**config.mk**
```make
export PLATFORM = sky130hd
export DESIGN_NAME = board_specific_top
export DESIGN_NICKNAME = d
export VERILOG_FILES = /design/src/board_pkg.sv /design/src/board_specific_top.sv /design/src/display_regs.sv /design/src/inmp441_mic_i2s_receiver.sv /design/src/lab_top.sv /design/src/seg7_scanner.sv
export SDC_FILE = /design/constraint.sdc
export NUM_CORES = 1
export LEC_CHECK = 0
export BUFFER_PORTS_ARGS = -buffer_cell sky130_fd_sc_hd__buf_2
export CAP_MARGIN = 0
export CELL_PAD_IN_SITES_DETAIL_PLACEMENT = 2
export CELL_PAD_IN_SITES_GLOBAL_PLACEMENT = 2
export CORE_UTILIZATION = 38
export CTS_BUF_LIST = sky130_fd_sc_hd__clkbuf_4 sky130_fd_sc_hd__clkbuf_8
export CTS_CLUSTER_DIAMETER = 200
export DETAILED_ROUTE_END_ITERATION = 7
export GPL_TIMING_DRIVEN = 0
export PLACE_DENSITY = 0.81
export SETUP_SLACK_MARGIN = 0.15
export SLEW_MARGIN = 5
export SYNTH_ARGS = -nofsm -noshare
export SYNTH_HDL_FRONTEND = slang
export SYNTH_SLANG_ARGS = --single-unit
```
**constraint.sdc**
```tcl
create_clock -name clk -period 4.4 [get_ports clk]
set_input_delay 0.88 -clock clk [delete_from_list [all_inputs] [get_ports clk]]
set_output_delay 0.88 -clock clk [all_outputs]
set_load 0.02 [all_outputs]
```
**src/board_pkg.sv**
```systemverilog
package board_pkg;

    // ------------------------------
    // Board widths
    // ------------------------------

    localparam int w_digit = 4;              // Dynamic display digits
    localparam int w_seg   = 8;              // Segments a..g plus dp
    localparam int w_led   = 8;              // Board LEDs
    localparam int w_mic   = 24;             // INMP441 sample width

    // ------------------------------
    // AXI4-Lite
    // ------------------------------

    localparam int w_axi_addr = 8;
    localparam int w_axi_data = 32;

    localparam logic [w_axi_addr - 1:0] addr_display = 8'h00;  // Four hex nibbles
    localparam logic [w_axi_addr - 1:0] addr_dp      = 8'h04;  // Decimal point mask
    localparam logic [w_axi_addr - 1:0] addr_source  = 8'h08;  // 0 register, 1 microphone
    localparam logic [w_axi_addr - 1:0] addr_mic     = 8'h0C;  // Last sample, read only
    localparam logic [w_axi_addr - 1:0] addr_led     = 8'h10;  // LED pattern

    localparam logic [1:0] resp_okay   = 2'd0;
    localparam logic [1:0] resp_slverr = 2'd2;

    // ------------------------------
    // Timing
    // ------------------------------

    localparam int scan_div      = 4;        // Clocks per digit, short for simulation
    localparam int sck_div       = 2;        // Clocks per half period of sck
    localparam int i2s_slot_bits = 32;       // Bit clocks per channel slot

endpackage

```
**src/board_specific_top.sv**
```systemverilog
`timescale 1ns/1ps

module board_specific_top
(
    input  logic                                    clk,
    input  logic                                    rst,

    input  logic [board_pkg::w_axi_addr - 1:0]      awaddr,
    input  logic                                    awvalid,
    output logic                                    awready,
    input  logic [board_pkg::w_axi_data - 1:0]      wdata,
    input  logic [board_pkg::w_axi_data / 8 - 1:0]  wstrb,
    input  logic                                    wvalid,
    output logic                                    wready,
    output logic [1:0]                              bresp,
    output logic                                    bvalid,
    input  logic                                    bready,
    input  logic [board_pkg::w_axi_addr - 1:0]      araddr,
    input  logic                                    arvalid,
    output logic                                    arready,
    output logic [board_pkg::w_axi_data - 1:0]      rdata,
    output logic [1:0]                              rresp,
    output logic                                    rvalid,
    input  logic                                    rready,

    output logic [board_pkg::w_led - 1:0]           led,
    output logic [6:0]                              hex0,     // Active low, bit 0 is segment a
    output logic [6:0]                              hex1,
    output logic [6:0]                              hex2,
    output logic [6:0]                              hex3,
    output logic [board_pkg::w_digit - 1:0]         hex_dp,   // Active high

    output logic                                    mic_lr,
    output logic                                    mic_ws,
    output logic                                    mic_sck,
    input  logic                                    mic_sd
);

    logic [board_pkg::w_seg - 1:0]    abcdefgh;
    logic [board_pkg::w_seg - 1:0]    hgfedcba;
    logic [board_pkg::w_digit - 1:0]  digit;
    logic [6:0]                       hex_q [board_pkg::w_digit];

    lab_top lab_top_inst
    (
        .clk, .rst,
        .awaddr, .awvalid, .awready, .wdata, .wstrb, .wvalid, .wready,
        .bresp, .bvalid, .bready,
        .araddr, .arvalid, .arready, .rdata, .rresp, .rvalid, .rready,
        .led, .abcdefgh, .digit,
        .mic_lr, .mic_ws, .mic_sck, .mic_sd
    );

    // ------------------------------
    // Segment order and static HEX
    // ------------------------------

    always_comb
    begin
        for (int i = 0; i < board_pkg::w_seg; i++)
            hgfedcba[i] = abcdefgh[board_pkg::w_seg - 1 - i];   // a lands in bit 0
    end

    // Sticky flops keep each digit lit between its strobes
    always_ff @(posedge clk or posedge rst)
    begin
        if (rst)
        begin
            for (int n = 0; n < board_pkg::w_digit; n++)
                hex_q[n] <= '1;                  // Blank
            hex_dp <= '0;
        end
        else
        begin
            for (int n = 0; n < board_pkg::w_digit; n++)
            begin
                if (digit[n])
                begin
                    hex_q[n]  <= ~hgfedcba[6:0];
                    hex_dp[n] <= hgfedcba[7];
                end
            end
        end
    end

    assign hex0 = hex_q[0];
    assign hex1 = hex_q[1];
    assign hex2 = hex_q[2];
    assign hex3 = hex_q[3];

endmodule

```
**src/display_regs.sv**
```systemverilog
`timescale 1ns/1ps

module display_regs
(
    input  logic                                    clk,
    input  logic                                    rst,

    input  logic [board_pkg::w_axi_addr - 1:0]      awaddr,
    input  logic                                    awvalid,
    output logic                                    awready,
    input  logic [board_pkg::w_axi_data - 1:0]      wdata,
    input  logic [board_pkg::w_axi_data / 8 - 1:0]  wstrb,
    input  logic                                    wvalid,
    output logic                                    wready,
    output logic [1:0]                              bresp,
    output logic                                    bvalid,
    input  logic                                    bready,

    input  logic [board_pkg::w_axi_addr - 1:0]      araddr,
    input  logic                                    arvalid,
    output logic                                    arready,
    output logic [board_pkg::w_axi_data - 1:0]      rdata,
    output logic [1:0]                              rresp,
    output logic                                    rvalid,
    input  logic                                    rready,

    input  logic [board_pkg::w_mic - 1:0]           mic_value,
    output logic [4 * board_pkg::w_digit - 1:0]     display_value,
    output logic [board_pkg::w_digit - 1:0]         dp_mask,
    output logic                                    source_mic,
    output logic [board_pkg::w_led - 1:0]           led_value
);

    logic                                wr_fire;   // Address and data taken this cycle
    logic                                rd_fire;   // Read address taken this cycle
    logic                                wr_err;
    logic                                rd_err;
    logic [board_pkg::w_axi_data - 1:0]  rd_word;

    assign wr_fire = awready && awvalid && wvalid;
    assign rd_fire = arready && arvalid;

    // ------------------------------
    // Address decode
    // ------------------------------

    assign wr_err = !(awaddr == board_pkg::addr_display || awaddr == board_pkg::addr_dp
                   || awaddr == board_pkg::addr_source || awaddr == board_pkg::addr_led);

    always_comb
    begin
        rd_word = '0;
        rd_err  = 1'b0;
        case (araddr)
            board_pkg::addr_display: rd_word[4 * board_pkg::w_digit - 1:0] = display_value;
            board_pkg::addr_dp:      rd_word[board_pkg::w_digit - 1:0]     = dp_mask;
            board_pkg::addr_source:  rd_word[0]                            = source_mic;
            board_pkg::addr_mic:     rd_word[board_pkg::w_mic - 1:0]       = mic_value;
            board_pkg::addr_led:     rd_word[board_pkg::w_led - 1:0]       = led_value;
            default:                 rd_err                                = 1'b1;  // Unmapped, data stays 0
        endcase
    end

    // ------------------------------
    // Handshakes and registers
    // ------------------------------

    always_ff @(posedge clk or posedge rst)
    begin
        if (rst)
        begin
            awready       <= 1'b0;
            wready        <= 1'b0;
            bvalid        <= 1'b0;
            arready       <= 1'b0;
            rvalid        <= 1'b0;
            display_value <= '0;
            dp_mask       <= '0;
            source_mic    <= 1'b0;
            led_value     <= '0;
        end
        else
        begin
            // One cycle ready pulse, only with no response pending
            awready <= awvalid && wvalid && !bvalid && !awready;
            wready  <= awvalid && wvalid && !bvalid && !awready;
            arready <= arvalid && !rvalid && !arready;

            if (wr_fire)
                bvalid <= 1'b1;
            else if (bready)
                bvalid <= 1'b0;                   // Held until the master takes it

            if (rd_fire)
                rvalid <= 1'b1;
            else if (rready)
                rvalid <= 1'b0;

            if (wr_fire)
            begin
                case (awaddr)
                    board_pkg::addr_display:
                    begin
                        if (wstrb[0]) display_value[7:0]  <= wdata[7:0];
                        if (wstrb[1]) display_value[15:8] <= wdata[15:8];
                    end
                    board_pkg::addr_dp:
                        if (wstrb[0]) dp_mask <= wdata[board_pkg::w_digit - 1:0];
                    board_pkg::addr_source:
                        if (wstrb[0]) source_mic <= wdata[0];
                    board_pkg::addr_led:
                        if (wstrb[0]) led_value <= wdata[board_pkg::w_led - 1:0];
                    default: ;                    // Microphone and unmapped writes are dropped
                endcase
            end
        end
    end

    // Response payload, captured with the handshake
    always_ff @(posedge clk)
    begin
        if (wr_fire)
            bresp <= wr_err ? board_pkg::resp_slverr : board_pkg::resp_okay;
        if (rd_fire)
        begin
            rdata <= rd_word;
            rresp <= rd_err ? board_pkg::resp_slverr : board_pkg::resp_okay;
        end
    end

endmodule

```
**src/inmp441_mic_i2s_receiver.sv**
```systemverilog
`timescale 1ns/1ps

module inmp441_mic_i2s_receiver
(
    input  logic                            clk,
    input  logic                            rst,
    output logic                            lr,
    output logic                            ws,
    output logic                            sck,
    input  logic                            sd,
    output logic [board_pkg::w_mic - 1:0]   value
);

    localparam int w_sck_cnt = $clog2(board_pkg::sck_div);
    localparam int w_bit_cnt = $clog2(board_pkg::i2s_slot_bits);

    logic [w_sck_cnt - 1:0]         sck_cnt;   // Clocks in the current sck half period
    logic [w_bit_cnt - 1:0]         bit_cnt;   // Bit clock index inside the slot
    logic                           sck_edge;
    logic                           sck_rise;
    logic                           sck_fall;
    logic                           capture;   // Data bit of the left slot
    logic [board_pkg::w_mic - 1:0]  shift;

    assign lr       = 1'b0;                    // Microphone answers in the left slot
    assign sck_edge = sck_cnt == w_sck_cnt'(board_pkg::sck_div - 1);
    assign sck_rise = sck_edge && !sck;
    assign sck_fall = sck_edge && sck;

    // Skip the one-bit I2S delay, then take 24 bits MSB first
    assign capture  = !ws && bit_cnt >= w_bit_cnt'(1)
                   && bit_cnt <= w_bit_cnt'(board_pkg::w_mic);

    always_ff @(posedge clk or posedge rst)
    begin
        if (rst)
        begin
            sck_cnt <= '0;
            sck     <= 1'b0;
            bit_cnt <= '0;
            ws      <= 1'b0;
            value   <= '0;
        end
        else
        begin
            sck_cnt <= sck_edge ? '0 : sck_cnt + 1'b1;
            if (sck_edge)
                sck <= !sck;

            if (sck_fall)
            begin
                if (bit_cnt == w_bit_cnt'(board_pkg::i2s_slot_bits - 1))
                begin
                    bit_cnt <= '0;
                    ws      <= !ws;           // Next channel slot
                    if (!ws)
                        value <= shift;       // Left word complete as ws rises
                end
                else
                    bit_cnt <= bit_cnt + 1'b1;
            end
        end
    end

    always_ff @(posedge clk)
    begin
        if (sck_rise && capture)
            shift <= {shift[board_pkg::w_mic - 2:0], sd};
    end

endmodule

```
**src/lab_top.sv**
```systemverilog
`timescale 1ns/1ps

module lab_top
(
    input  logic                                    clk,
    input  logic                                    rst,

    input  logic [board_pkg::w_axi_addr - 1:0]      awaddr,
    input  logic                                    awvalid,
    output logic                                    awready,
    input  logic [board_pkg::w_axi_data - 1:0]      wdata,
    input  logic [board_pkg::w_axi_data / 8 - 1:0]  wstrb,
    input  logic                                    wvalid,
    output logic                                    wready,
    output logic [1:0]                              bresp,
    output logic                                    bvalid,
    input  logic                                    bready,
    input  logic [board_pkg::w_axi_addr - 1:0]      araddr,
    input  logic                                    arvalid,
    output logic                                    arready,
    output logic [board_pkg::w_axi_data - 1:0]      rdata,
    output logic [1:0]                              rresp,
    output logic                                    rvalid,
    input  logic                                    rready,

    output logic [board_pkg::w_led - 1:0]           led,
    output logic [board_pkg::w_seg - 1:0]           abcdefgh,
    output logic [board_pkg::w_digit - 1:0]         digit,

    output logic                                    mic_lr,
    output logic                                    mic_ws,
    output logic                                    mic_sck,
    input  logic                                    mic_sd
);

    localparam int w_value = 4 * board_pkg::w_digit;

    logic [w_value - 1:0]                display_value;
    logic [board_pkg::w_digit - 1:0]     dp_mask;
    logic                                source_mic;
    logic [board_pkg::w_mic - 1:0]       mic_value;
    logic [w_value - 1:0]                scan_value;   // What the display shows

    display_regs display_regs_inst
    (
        .clk, .rst,
        .awaddr, .awvalid, .awready, .wdata, .wstrb, .wvalid, .wready,
        .bresp, .bvalid, .bready,
        .araddr, .arvalid, .arready, .rdata, .rresp, .rvalid, .rready,
        .mic_value, .display_value, .dp_mask, .source_mic,
        .led_value ( led )
    );

    // Register value or the top bits of the last sample
    assign scan_value = source_mic ? mic_value[board_pkg::w_mic - 1 -: w_value] : display_value;

    seg7_scanner seg7_scanner_inst
    (
        .clk, .rst,
        .value    ( scan_value ),
        .dp_mask,
        .abcdefgh,
        .digit
    );

    inmp441_mic_i2s_receiver mic_inst
    (
        .clk, .rst,
        .lr    ( mic_lr    ),
        .ws    ( mic_ws    ),
        .sck   ( mic_sck   ),
        .sd    ( mic_sd    ),
        .value ( mic_value )
    );

endmodule

```
**src/seg7_scanner.sv**
```systemverilog
`timescale 1ns/1ps

module seg7_scanner
(
    input  logic                                 clk,
    input  logic                                 rst,
    input  logic [4 * board_pkg::w_digit - 1:0]  value,
    input  logic [board_pkg::w_digit - 1:0]      dp_mask,
    output logic [board_pkg::w_seg - 1:0]        abcdefgh,
    output logic [board_pkg::w_digit - 1:0]      digit
);

    localparam int w_div   = $clog2(board_pkg::scan_div);
    localparam int w_index = $clog2(board_pkg::w_digit);

    logic [w_div - 1:0]    div_cnt;   // Clocks spent on the current digit
    logic [w_index - 1:0]  index;     // Digit being shown
    logic [3:0]            nibble;
    logic [6:0]            segs;      // a in bit 6 down to g in bit 0

    always_ff @(posedge clk or posedge rst)
    begin
        if (rst)
        begin
            div_cnt <= '0;
            index   <= '0;
        end
        else if (div_cnt == w_div'(board_pkg::scan_div - 1))
        begin
            div_cnt <= '0;
            index   <= index + 1'b1;          // 0, 1, 2, 3 and around
        end
        else
            div_cnt <= div_cnt + 1'b1;
    end

    assign nibble = value[index * 4 +: 4];

    // Hexadecimal font
    always_comb
    begin
        case (nibble)
            4'h0:    segs = 7'b1111110;
            4'h1:    segs = 7'b0110000;
            4'h2:    segs = 7'b1101101;
            4'h3:    segs = 7'b1111001;
            4'h4:    segs = 7'b0110011;
            4'h5:    segs = 7'b1011011;
            4'h6:    segs = 7'b1011111;
            4'h7:    segs = 7'b1110000;
            4'h8:    segs = 7'b1111111;
            4'h9:    segs = 7'b1111011;
            4'hA:    segs = 7'b1110111;
            4'hB:    segs = 7'b0011111;   // Lower case b
            4'hC:    segs = 7'b1001110;
            4'hD:    segs = 7'b0111101;   // Lower case d
            4'hE:    segs = 7'b1001111;
            default: segs = 7'b1000111;   // F
        endcase
    end

    assign abcdefgh = {segs, dp_mask[index]};
    assign digit    = board_pkg::w_digit'(1) << index;   // One-hot strobe

endmodule

```
==> metrics.cfg, run 1 <==
[synth]
ys.flop_type = dfrtp_1
synth_top_area_share = 0.2821
async_flop_share = 0.6689
synth_area_um2 = 6475
synth_cells = 450
synth.avg_cell_area_um2 = 14.39
synth_warnings = 0
synthTopCellsByArea = dfrtp_1, edfxtp_1, dfstp_2, mux2_2, ha_1
yosysTopAreaCell = dfrtp_1
ys_ff_latch = 151
ys_types = 46
synth_edf_count = 50
yosysSeqAreaShare = 0.6276

[setup_path]
start_kind = flop
crit_fanout = 10
path_cells = buf_6 > mux4_1 > mux2i_1 > inv_1 > ha_1 > inv_1 > mux2i_1 > a21oi_1 > a21oi_1
arrival_ns = 3.50
crit_slowest_cell = mux4_1
crit_type = flop to flop
critPathMaxStageDelay_ns = 0.59
crit_path_end_kind = flop
reg2reg_depth = 9
critical_path_required_ns = 4.77

[drt]
drt_iter0_markers = 139
vias = 4189
first_pass_iters = 4
drc = 0
postRouteAntennaNets = 0
routed_via_density = 5.053
routedWlPerCell_um = 20.36
drt-total-wl_um = 16880

[floorplan]
core_um2 = 16580
start_util = 0.3904
rows = 47
fp.dieH_um = 132.5
dieWidth_um = 132.5
dieArea_um2 = 17570
io-pin-count = 144

[placed_design]
gp_congestion = 0.7865
port_buffers = 113
dp_slack_ns = 1.122
placed_area_um2 = 7412
dp_hpwl_um = 12340

[sta]
slew_violations = 0
timing.final.ws_setup_ns = 1.269
period_needed_ns = 3.131
setup_viol = 0
max_slew.worst_pin.slew_ns = 0.6758
rsz0062_at_grt = no
holdWs_ns = 0.4342
finalCritPeriodShare = 0.7116
fmax_ghz = 0.3194
slew_headroom = 0.5366
fin_skew_ns = 0.01262
hold_violations = 0

[cts]
max-clock-path-buffers = 2
postCtsSetupBuffers = 0
cts-htree-levels = 4
cts_resized = 0
clockRootBuffer = clkbuf_8
numCtsBuffers = 17
postCtsHoldBufs = 0
tritoncts = done
clkTransAtPathRegs_ns = 0.08
worstSkewPairLatency_ns = 0.46
clock-sinks = 151

[global_routing]
grt_max_degree = 56
globalRouteTotalUtil = 0.2081
antenna_found_initial = 0
grt_remaining_overflow = 0
grt_pass1_vias = 4697
grt_pass1_wl_um = 27140

[power_and_ir_drop]
p_total_w = 0.002698
p_clk_frac = 0.410
p_comb_frac = 0.044
p_leak_nw = 3.765
ir_drop_mv = 0.1796
intPower_w = 0.002066
seqPwrFrac = 0.545
swShare = 0.2345
p_switching_w = 0.0006327
p_per_area_nw_per_um2 = 344.8

[hold_path]
min_path_type = flop to flop
hold_depth = 1

[final_layout]
finalNetCount = 671
diodes = 0
stdcell_area_um2 = 7825
drive_above_1_share = 0.4417
synthToLayoutAreaGrowth_pct = 20.85

[flow_run]
drv_cap = 0

[run_status]
outcome = finished, final reports clean

cell families (layout without fill, tap and decap cells):
| family | count (synthesis) | count (layout) | synth area share |
|---|---|---|---|
| other | 1 | 11 | 0.0005792 |
| and+or+nand+nor | 90 | 90 | 0.06744 |
| AOI/OAI and AO/OA | 61 | 61 | 0.05971 |
| adders and majority gates | 15 | 15 | 0.02899 |
| DFF | 151 | 151 | 0.6276 |
| muxes | 87 | 87 | 0.1716 |
| buffers and inverters | 42 | 191 | 0.04000 |
| xor gates and xnor gates | 3 | 3 | 0.004059 |
layout make-up:
| cell class | instances | area [µm²] |
|---|---|---|
| Fill cell | 1663 | 8758 |
| Sequential cell | 151 | 4064 |
| Multi-Input combinational cell | 267 | 2197 |
| Timing Repair Buffer | 117 | 615.6 |
| Tap cell | 220 | 275.3 |
| Clock buffer | 17 | 234.0 |
| Buffer | 29 | 210.2 |
| Clock inverter | 15 | 177.7 |
| Inverter | 13 | 51.30 |
through the flow:
| stage | TNS (ns) | std cells | util |
|---|---|---|---|
| after floorplan | 0 | 460 | - |
| after global placement | -38.88 | 793 | 0.4434 |
| after detailed placement | 0 | 797 | 0.4470 |
| after CTS | 0 | 829 | 0.4718 |
| after global routing | 0 | 829 | 0.4719 |
| final | 0 | 829 | 0.4719 |
cell usage in the layout, fill, tap and decap left out, types with 3 or more instances in the layout:
master | synthesis | final
a22o_1 | 9 | 9
buf_4 | 12 | 15
nand3_1 | 4 | 4
a21oi_1 | 28 | 28
clkinv_4 | 0 | 4
mux4_2 | 4 | 4
clkbuf_1 | 6 | 6
nor3_1 | 4 | 4
inv_1 | 12 | 11
bufinv_16 | 0 | 3
ha_1 | 15 | 15
mux2_2 | 64 | 64
dfrtp_1 | 73 | 73
buf_6 | 4 | 4
and3_1 | 3 | 3
nand3b_1 | 3 | 3
conb_1 | 1 | 11
clkinv_1 | 1 | 3
and2_1 | 9 | 8
o21ai_0 | 10 | 10
mux4_1 | 6 | 6
nor2_1 | 32 | 32
buf_2 | 1 | 114
clkbuf_8 | 0 | 17
clkinvlp_4 | 0 | 3
mux2i_1 | 12 | 12
nand2_1 | 21 | 21
edfxtp_1 | 50 | 50
a22oi_1 | 9 | 9
dlygate4sd3_1 | 4 | 4
dfstp_2 | 28 | 28
nor3b_1 | 3 | 3
worst max-delay path, delay by kind of cell, from the launching register on:
kind | cells | cell delay, ns
muxes | 3 | 1.23
adders and majority gates | 1 | 0.31
DFF | 1 | 0.46
buffers and inverters | 3 | 0.46
AOI/OAI and AO/OA | 2 | 0.58
sequential cells by signal, indices dropped and copies added, names as in the netlist, 7 cells and up:
register / count
hex2: 7
lab_top_inst.display_regs_inst.display_value: 16
hex1: 7
lab_top_inst.display_regs_inst.rdata: 24
hex3: 7
hex0: 7
lab_top_inst.mic_inst.shift: 24
lab_top_inst.mic_inst.value: 24
lab_top_inst.display_regs_inst.led_value: 8
per-layer routing:
layer	track usage	vias to the layer above	routed length, µm	part of all wire
met3	0.04598	16	531	0.031
li1	-	1904	-	-
met5	0	-	0	0
met1	0.2504	2173	7113	0.42
met4	0.06194	0	192	0.011
met2	0.3716	96	9042	0.54
synth_stat cells, types with 2 or more instances:
cell type       n
mux4_1          6
dfrtp_1        73
buf_4          12
inv_1          12
nor2_1         32
mux2_2         64
dfstp_2        28
nor4_1          2
and3_1          3
or4_1           2
ha_1           15
dlygate4sd3_1   4
and2_1          9
nand3b_1        3
a22oi_1         9
nor3b_1         3
buf_1           2
a22o_1          9
mux4_2          4
edfxtp_1       50
mux2i_1        12
clkbuf_1        6
nor3_1          4
a21oi_1        28
buf_6           4
o21ai_0        10
xor2_1          2
nand3_1         4
nand2_1        21
final timing paths:
path	startpoint	slack, ns	endpoint
worst max register to register	lab_top_inst.seg7_scanner_inst.index[0]	1.27	hex0[4]
min in group asynchronous	rst	0.51	lab_top_inst.display_regs_inst.display_value[15]
worst min register to register	lab_top_inst.seg7_scanner_inst.div_cnt[0]	0.43	lab_top_inst.seg7_scanner_inst.div_cnt[0]
worst max-delay path	lab_top_inst.seg7_scanner_inst.index[0]	1.27	hex0[4]
max in group asynchronous	rst	3.20	lab_top_inst.display_regs_inst.dp_mask[2]
worst min-delay path	lab_top_inst.seg7_scanner_inst.div_cnt[0]	0.43	lab_top_inst.seg7_scanner_inst.div_cnt[0]
power groups by stage:
stage / Clock (W) / Combinational, W / Sequential (W)
floorplan: 0 / 0.0000481 / 0.00152
global placement: 0 / 0.000114 / 0.00150
detailed placement: 0 / 0.000122 / 0.00150
CTS: 0.00115 / 0.000122 / 0.00147
global route: 0.00119 / 0.000130 / 0.00147
finish: 0.00111 / 0.000120 / 0.00147
No activity file was read; power rests on OpenSTA's default activity.
==> run 2, diff against run 1 <==
- ABC_AREA: unset -> 1
- CORE_UTILIZATION: 38 -> 31
- PLACE_DENSITY: 0.81 -> 0.78
- clock period: 4.4 -> 2.73 ns (I/O delays scaled with it)
==> run 2 against run 1 <==
Setup slack worse by 0.69 ns. Register-to-register slack worse by 0.69 ns. Critical path type unchanged. Die area is 28% higher. Wire length is 18% higher. Clock-buffer cell count is 1 higher. Design area is 5.7% higher. Critical path depth is 3 higher. Total power is 72% higher. Largest cell class unchanged.
==> metrics.cfg, run 2 <==
[cts]
cts_resized = 0
tritoncts = done
cts-htree-levels = 4
clockRootBuffer = clkbuf_8
max-clock-path-buffers = 2
postCtsHoldBufs = 0
numCtsBuffers = 17
postCtsSetupBuffers = 0
worstSkewPairLatency_ns = 0.46
clock-sinks = 151
clkTransAtPathRegs_ns = 0.09

[synth]
synth_commonest_cells = nand2_1, inv_1, dfrtp_1, edfxtp_1, nor2_1
synth_area_um2 = 6761
yosysTopAreaCell = dfrtp_1
synthTopCellsByArea = dfrtp_1, edfxtp_1, nand2_1, dfstp_2, inv_1
synth_warnings = 0
ys.flop_type = dfrtp_1
yosysSeqAreaShare = 0.6010
synthSimpleGateAreaFrac = 0.2078
synthMuxAreaShare = 0
synth_edf_count = 50
synth_cells = 702
synth_xor_area_frac = 0.001295
synth_fa_ha_area_frac = 0.02776
synth_top_area_share = 0.2702
ys_ff_latch = 151
yosys.cell_count.top_type = nand2_1
ys_types = 39
synth_top_family_by_area = simple AND/OR/NAND/NOR gates
async_flop_share = 0.6689
synth.avg_cell_area_um2 = 9.632
synth_compound_area_frac = 0.08198

[sta]
setup_viol = 0
max_slew.worst_pin.slew_ns = 1.195
finalCritPeriodShare = 0.7878
rsz0062_at_grt = no
fin_skew_ns = 0.02129
period_needed_ns = 2.151
slew_violations = 0
tns_ns = 0
fmax_ghz = 0.4650
slew_headroom = 0.2025
hold_violations = 0

[global_routing]
grt_remaining_overflow = 0
globalRouteTotalUtil = 0.1891
grt_pass1_vias = 5732
antenna_found_initial = 0
grt_pass1_wl_um = 31880
grt_max_degree = 39

[power_and_ir_drop]
p_clk_frac = 0.435
intPower_w = 0.003553
p_switching_w = 0.001077
seqPwrFrac = 0.515
p_leak_nw = 3.981
ir_drop_mv = 0.2930
p_per_area_nw_per_um2 = 559.5
p_total_w = 0.004630
swShare = 0.2326
p_comb_frac = 0.050

[floorplan]
rows = 53
core_um2 = 21220
start_util = 0.3186
dieWidth_um = 149.7
fp.dieH_um = 149.7
dieArea_um2 = 22410
io-pin-count = 144

[drt]
routed_via_density = 4.682
drc = 0
postRouteAntennaNets = 0
drt-total-wl_um = 19980
first_pass_iters = 4
drt_iter0_markers = 209
routedWlPerCell_um = 17.58
vias = 5323

[final_layout]
diodes = 0
stdcell_area_um2 = 8274
drive_above_1_share = 0.2877
finalNetCount = 924
post-route-util = 0.3899
layout_common_cells = nand2_1, buf_2, inv_1
reg_top3 = lab_top_inst.display_regs_inst.rdata x24, lab_top_inst.mic_inst.shift x24, lab_top_inst.mic_inst.value x24
final_common_cell = nand2_1
synthToLayoutAreaGrowth_pct = 22.37

[setup_path]
path_cells = ha_1 > nand2_1 > nor2_1 > ha_1 > inv_1 > nor2_2 > inv_2 > or2_1 > clkbuf_2 > clkbuf_1 > nor2_1 > a21oi_2
start_kind = flop
r2r-end = lab_top_inst.mic_inst.value[5]
crit_fanout = 10
r2r-start = lab_top_inst.mic_inst.bit_cnt[1]
arrival_ns = 2.53
crit_type = flop to flop
critical_path_required_ns = 3.11
crit_path_end_kind = flop
reg2reg_depth = 12
cp_top_family = buffers and inverters
critPathMaxStageDelay_ns = 0.42
rrSetupSlack_ns = 0.58
cp.buffers_inverters = 4
crit_slowest_cell = dfrtp_1

[placed_design]
dp_hpwl_um = 14900
placed_area_um2 = 7815
port_buffers = 114
gp_congestion = 0.7871

[flow_run]
drv_cap = 0

[hold_path]
min_path_type = input port to async pin

[run_status]
outcome = finished, final reports clean

[run 2: cell count changes after synthesis, moves of 15 or more]
cell / change
inv_1: +65
nor2_1: +17
o21ai_0: +15
nand2_1: +177
mux2_2: -64
nand3_1: +40
[run 2: through the flow]
stage	hold WS [ns]	std cells	setup WS [ns]
global placement	0.4127	1101	0.1434
CTS	0.1057	1137	0.5361
floorplan	0.4031	712	0.5870
detailed placement	0.4347	1105	0.4882
global route	0.1278	1137	0.3237
finish	0.1306	1137	0.5793
[run 2: worst max-delay path by stage]
stage | start | end | slack [ns] | depth (start not counted)
after floorplan | lab_top_inst.mic_inst.sck | lab_top_inst.mic_inst.shift[0] | 0.59 | 2
after global placement | rst | lab_top_inst.display_regs_inst.led_value[0] | 0.14 | 2
after detailed placement | araddr[1] | lab_top_inst.display_regs_inst.rdata[11] | 0.49 | 8
after CTS | lab_top_inst.mic_inst.sck | lab_top_inst.mic_inst.shift[18] | 0.54 | 3
after global routing | lab_top_inst.mic_inst.bit_cnt[1] | lab_top_inst.mic_inst.value[5] | 0.32 | 12
final | lab_top_inst.mic_inst.bit_cnt[1] | lab_top_inst.mic_inst.value[5] | 0.58 | 12
[run 2: logic make-up (layout without fill, tap and decap cells)]
group	count (synthesis)	after routing
flip-flops	151	151
buffers and inverters	115	265
AND/OR/NAND/NOR	329	329
other	1	11
AO/OA/AOI/OAI	90	90
adder cells (fa/ha/maj)	15	15
XOR/XNOR	1	1
[run 2: layout make-up]
cell class                      instances  area (µm²)
Clock inverter                         14       217.7
Tap cell                              275       344.1
Sequential cell                       151        4064
Multi-Input combinational cell        446        2212
Clock buffer                           18       241.5
Buffer                                 28       211.5
Inverter                               87       330.3
Fill cell                            2401       12950
Timing Repair Buffer                  118       653.1
[run 2: worst register-to-register path, cell delays in order, from the launching register on]
cell and delay, ns:
dfrtp_1 0.42, ha_1 0.21, nand2_1 0.10, nor2_1 0.05, ha_1 0.17, inv_1 0.09
nor2_2 0.05, inv_2 0.07, or2_1 0.10, clkbuf_2 0.14, clkbuf_1 0.40, nor2_1 0.13
a21oi_2 0.14
[run 2: power groups by stage]
stage | clock, W | sequential [W] | combinational (W)
global route | 0.00217 | 0.00239 | 0.000256
floorplan | 0 | 0.00246 | 0.0000950
global placement | 0 | 0.00243 | 0.000216
detailed placement | 0 | 0.00243 | 0.000235
finish | 0.00201 | 0.00238 | 0.000232
CTS | 0.00208 | 0.00238 | 0.000237
[run 2: metal layers]
metal	vias up	routed length, µm	GRT usage
met5	-	0	0
met4	0	245	0.05808
met3	13	594	0.03506
met2	109	9936	0.3194
met1	2654	9207	0.2448
li1	2547	-	-
==> run 3, diff against run 2 <==
- ABC_AREA: 1 -> 0
- CORE_UTILIZATION: 31 -> 35
- PLACE_DENSITY: 0.78 -> 0.79
- clock period: 2.73 -> 1.8 ns (I/O delays scaled with it)
==> run 3 against run 2 <==
The run now ends with negative setup slack left. Die area fell by 15%. Flip-flop and latch count did not move. First-iteration DRC count fell by 18%. Combinational power rose by 47%. Sequential share of layout area fell by 4.3 points. Design area rose by 9.6%. Sequential power rose by 51%. Critical path depth fell by 2. Setup slack got worse by 1.2 ns. Clock skew fell by 0.0065 ns. Largest cell class unchanged. Highest routed layer unchanged.
==> metrics.cfg, run 3 (same netlist as run 1, synthesis figures left out) <==
[drt]
first_pass_iters = 4
routed_via_density = 5.043
routedWlPerCell_um = 22.94
vias = 4529
drt_iter0_markers = 172
postRouteAntennaNets = 0
drt-total-wl_um = 20600
drc = 0

[hold_path]
min_path_type = input port to flop
hold_depth = 1
whs_endpoint = lab_top_inst.mic_inst.shift[0]
hold_path_startpoint = mic_sd

[cts]
clockRootBuffer = clkbuf_8
clkTransAtPathRegs_ns = 0.08
numCtsBuffers = 17
clock-sinks = 151
tritoncts = done
cts-htree-levels = 4
worstSkewPairLatency_ns = 0.46
max-clock-path-buffers = 2

[final_layout]
diodes = 0
reg_top3 = lab_top_inst.display_regs_inst.rdata x24, lab_top_inst.mic_inst.shift x24, lab_top_inst.mic_inst.value x24
drive_above_1_share = 0.6084
finalNetCount = 731
layout_common_cells = buf_2, dfrtp_1, mux2_2
final_common_cell = buf_2
synthToLayoutAreaGrowth_pct = 40.04
instances_no_fill = 898

[power_and_ir_drop]
intPower_w = 0.005144
p_clk_frac = 0.416
p_comb_frac = 0.050
p_switching_w = 0.001595
ir_drop_mv = 0.4139
seqPwrFrac = 0.534
p_per_area_nw_per_um2 = 743.2
swShare = 0.2367
p_leak_nw = 4.231
p_total_w = 0.006739

[sta]
slew_violations = 0
finalCritPeriodShare = 1.352
rsz0062_at_grt = yes
slew_headroom = 0.5072
setup_viol = 76
hold_violations = 0
fmax_ghz = 0.4109
period_needed_ns = 2.434
timing.final.ws_setup_ns = -0.6337
fin_skew_ns = 0.01483
max_slew.worst_pin.slew_ns = 0.7392

[setup_path]
arrival_ns = 2.80
start_kind = flop
path_cells = buf_12 > mux4_2 > mux2i_4 > inv_2 > ha_4 > inv_6 > mux2i_2 > a22oi_2 > buf_6 > a21oi_1
critical_path_required_ns = 2.17
crit_slowest_cell = mux4_2
rrSetupSlack_ns = -0.63
reg2reg_depth = 10
critPathMaxStageDelay_ns = 0.56
crit_fanout = 7
crit_path_end_kind = flop
crit_type = flop to flop
r2r-start = lab_top_inst.seg7_scanner_inst.index[0]
r2r-end = hex1[6]

[global_routing]
grt_pass1_vias = 5134
globalRouteTotalUtil = 0.2183
antenna_found_initial = 0
grt_pass1_wl_um = 31240
grt_remaining_overflow = 0
grt_max_degree = 30

[floorplan]
fp.dieH_um = 138.0
core_um2 = 18020
dieArea_um2 = 19050
io-pin-count = 144
dieWidth_um = 138.0
rows = 49
start_util = 0.3592

[placed_design]
placedCellCount = 807
gp_congestion = 0.7562
dp_slack_ns = -1.031
dp_hpwl_um = 12790
port_buffers = 113

[flow_run]
drv_cap = 0

[run_status]
violations = negative setup slack
outcome = complete, but fails checks

## run 3: cell types whose count changed in the layout (fill, tap and decap cells not counted), moves of 15 or more
cell and change:
buf_4 +33, buf_6 +15, inv_1 -71, mux2_2 +54, nand2_1 -180, nand3_1 -42, nor2_1 -18, o21ai_0 -20
## run 3: layout make-up
class | instances | area (µm²)
flip-flops and latches | 151 | 4065
fillers | 1715 | 8957
well taps | 229 | 286.5
multi-input cells | 267 | 2624
clock buffers | 21 | 264.0
clock inverters | 11 | 152.6
repair buffers | 177 | 1296
inverters | 13 | 63.81
plain buffers | 29 | 315.3
## run 3: worst max-delay path by stage
stage	from	endpoint	slack (ns)
after floorplan	lab_top_inst.seg7_scanner_inst.index[0]	hex0[3]	-0.49
after global placement	lab_top_inst.seg7_scanner_inst.index[0]	hex0[3]	-0.90
after detailed placement	lab_top_inst.seg7_scanner_inst.index[0]	hex0[3]	-1.03
after CTS	lab_top_inst.seg7_scanner_inst.index[0]	hex3[3]	-0.60
after global routing	lab_top_inst.seg7_scanner_inst.index[0]	hex2[2]	-0.73
final	lab_top_inst.seg7_scanner_inst.index[0]	hex1[6]	-0.63
## run 3: critical path: cells and delay by family (launching register included)
family                     cells  cell delay (ns)
muxes                          3             0.92
DFF                            1             0.42
buffers and inverters          4             0.51
adders and majority gates      1             0.19
AOI/OAI and AO/OA              2             0.28
## run 3: power by group through the flow
stage	clock, W	combinational (W)	sequential (W)
after floorplan	0	0.000122	0.00371
after global placement	0	0.000289	0.00367
after detailed placement	0	0.000315	0.00367
after CTS	0.00285	0.000323	0.00360
after global routing	0.00295	0.000366	0.00360
final	0.00280	0.000340	0.00360
## run 3: layer usage
| layer | GRT usage | share of wire | vias up |
|---|---|---|---|
| met4 | 0.07114 | 0.018 | 0 |
| met2 | 0.3976 | 0.55 | 119 |
| met3 | 0.03637 | 0.031 | 30 |
| met1 | 0.2608 | 0.40 | 2365 |
| met5 | 0 | 0 | - |
| li1 | - | - | 2015 |
## run 3: metrics by stage
| stage | util | hold WS [ns] | cell area, µm² | setup TNS (ns) |
|---|---|---|---|---|
| after floorplan | - | 0.4031 | 6718 | -18.49 |
| after global placement | 0.4200 | 0.4130 | 7570 | -90.76 |
| after detailed placement | 0.4245 | 0.4291 | 7652 | -48.76 |
| after CTS | 0.4850 | 0.04928 | 8742 | -25.27 |
| after global routing | 0.5031 | 0.05608 | 9067 | -31.79 |
| final | 0.5031 | 0.07499 | 9067 | -26.07 |
## run 3: repair_timing
action | in CTS | in global routing
gates resized for setup | 60 | 54
gates cloned | 3 | 0
endpoints found under the hold margin | 19 | 0
hold buffers | 1 | 0
setup endpoints to repair | 140 | 113
setup buffers | 39 | 16
pin swaps | 14 | 25
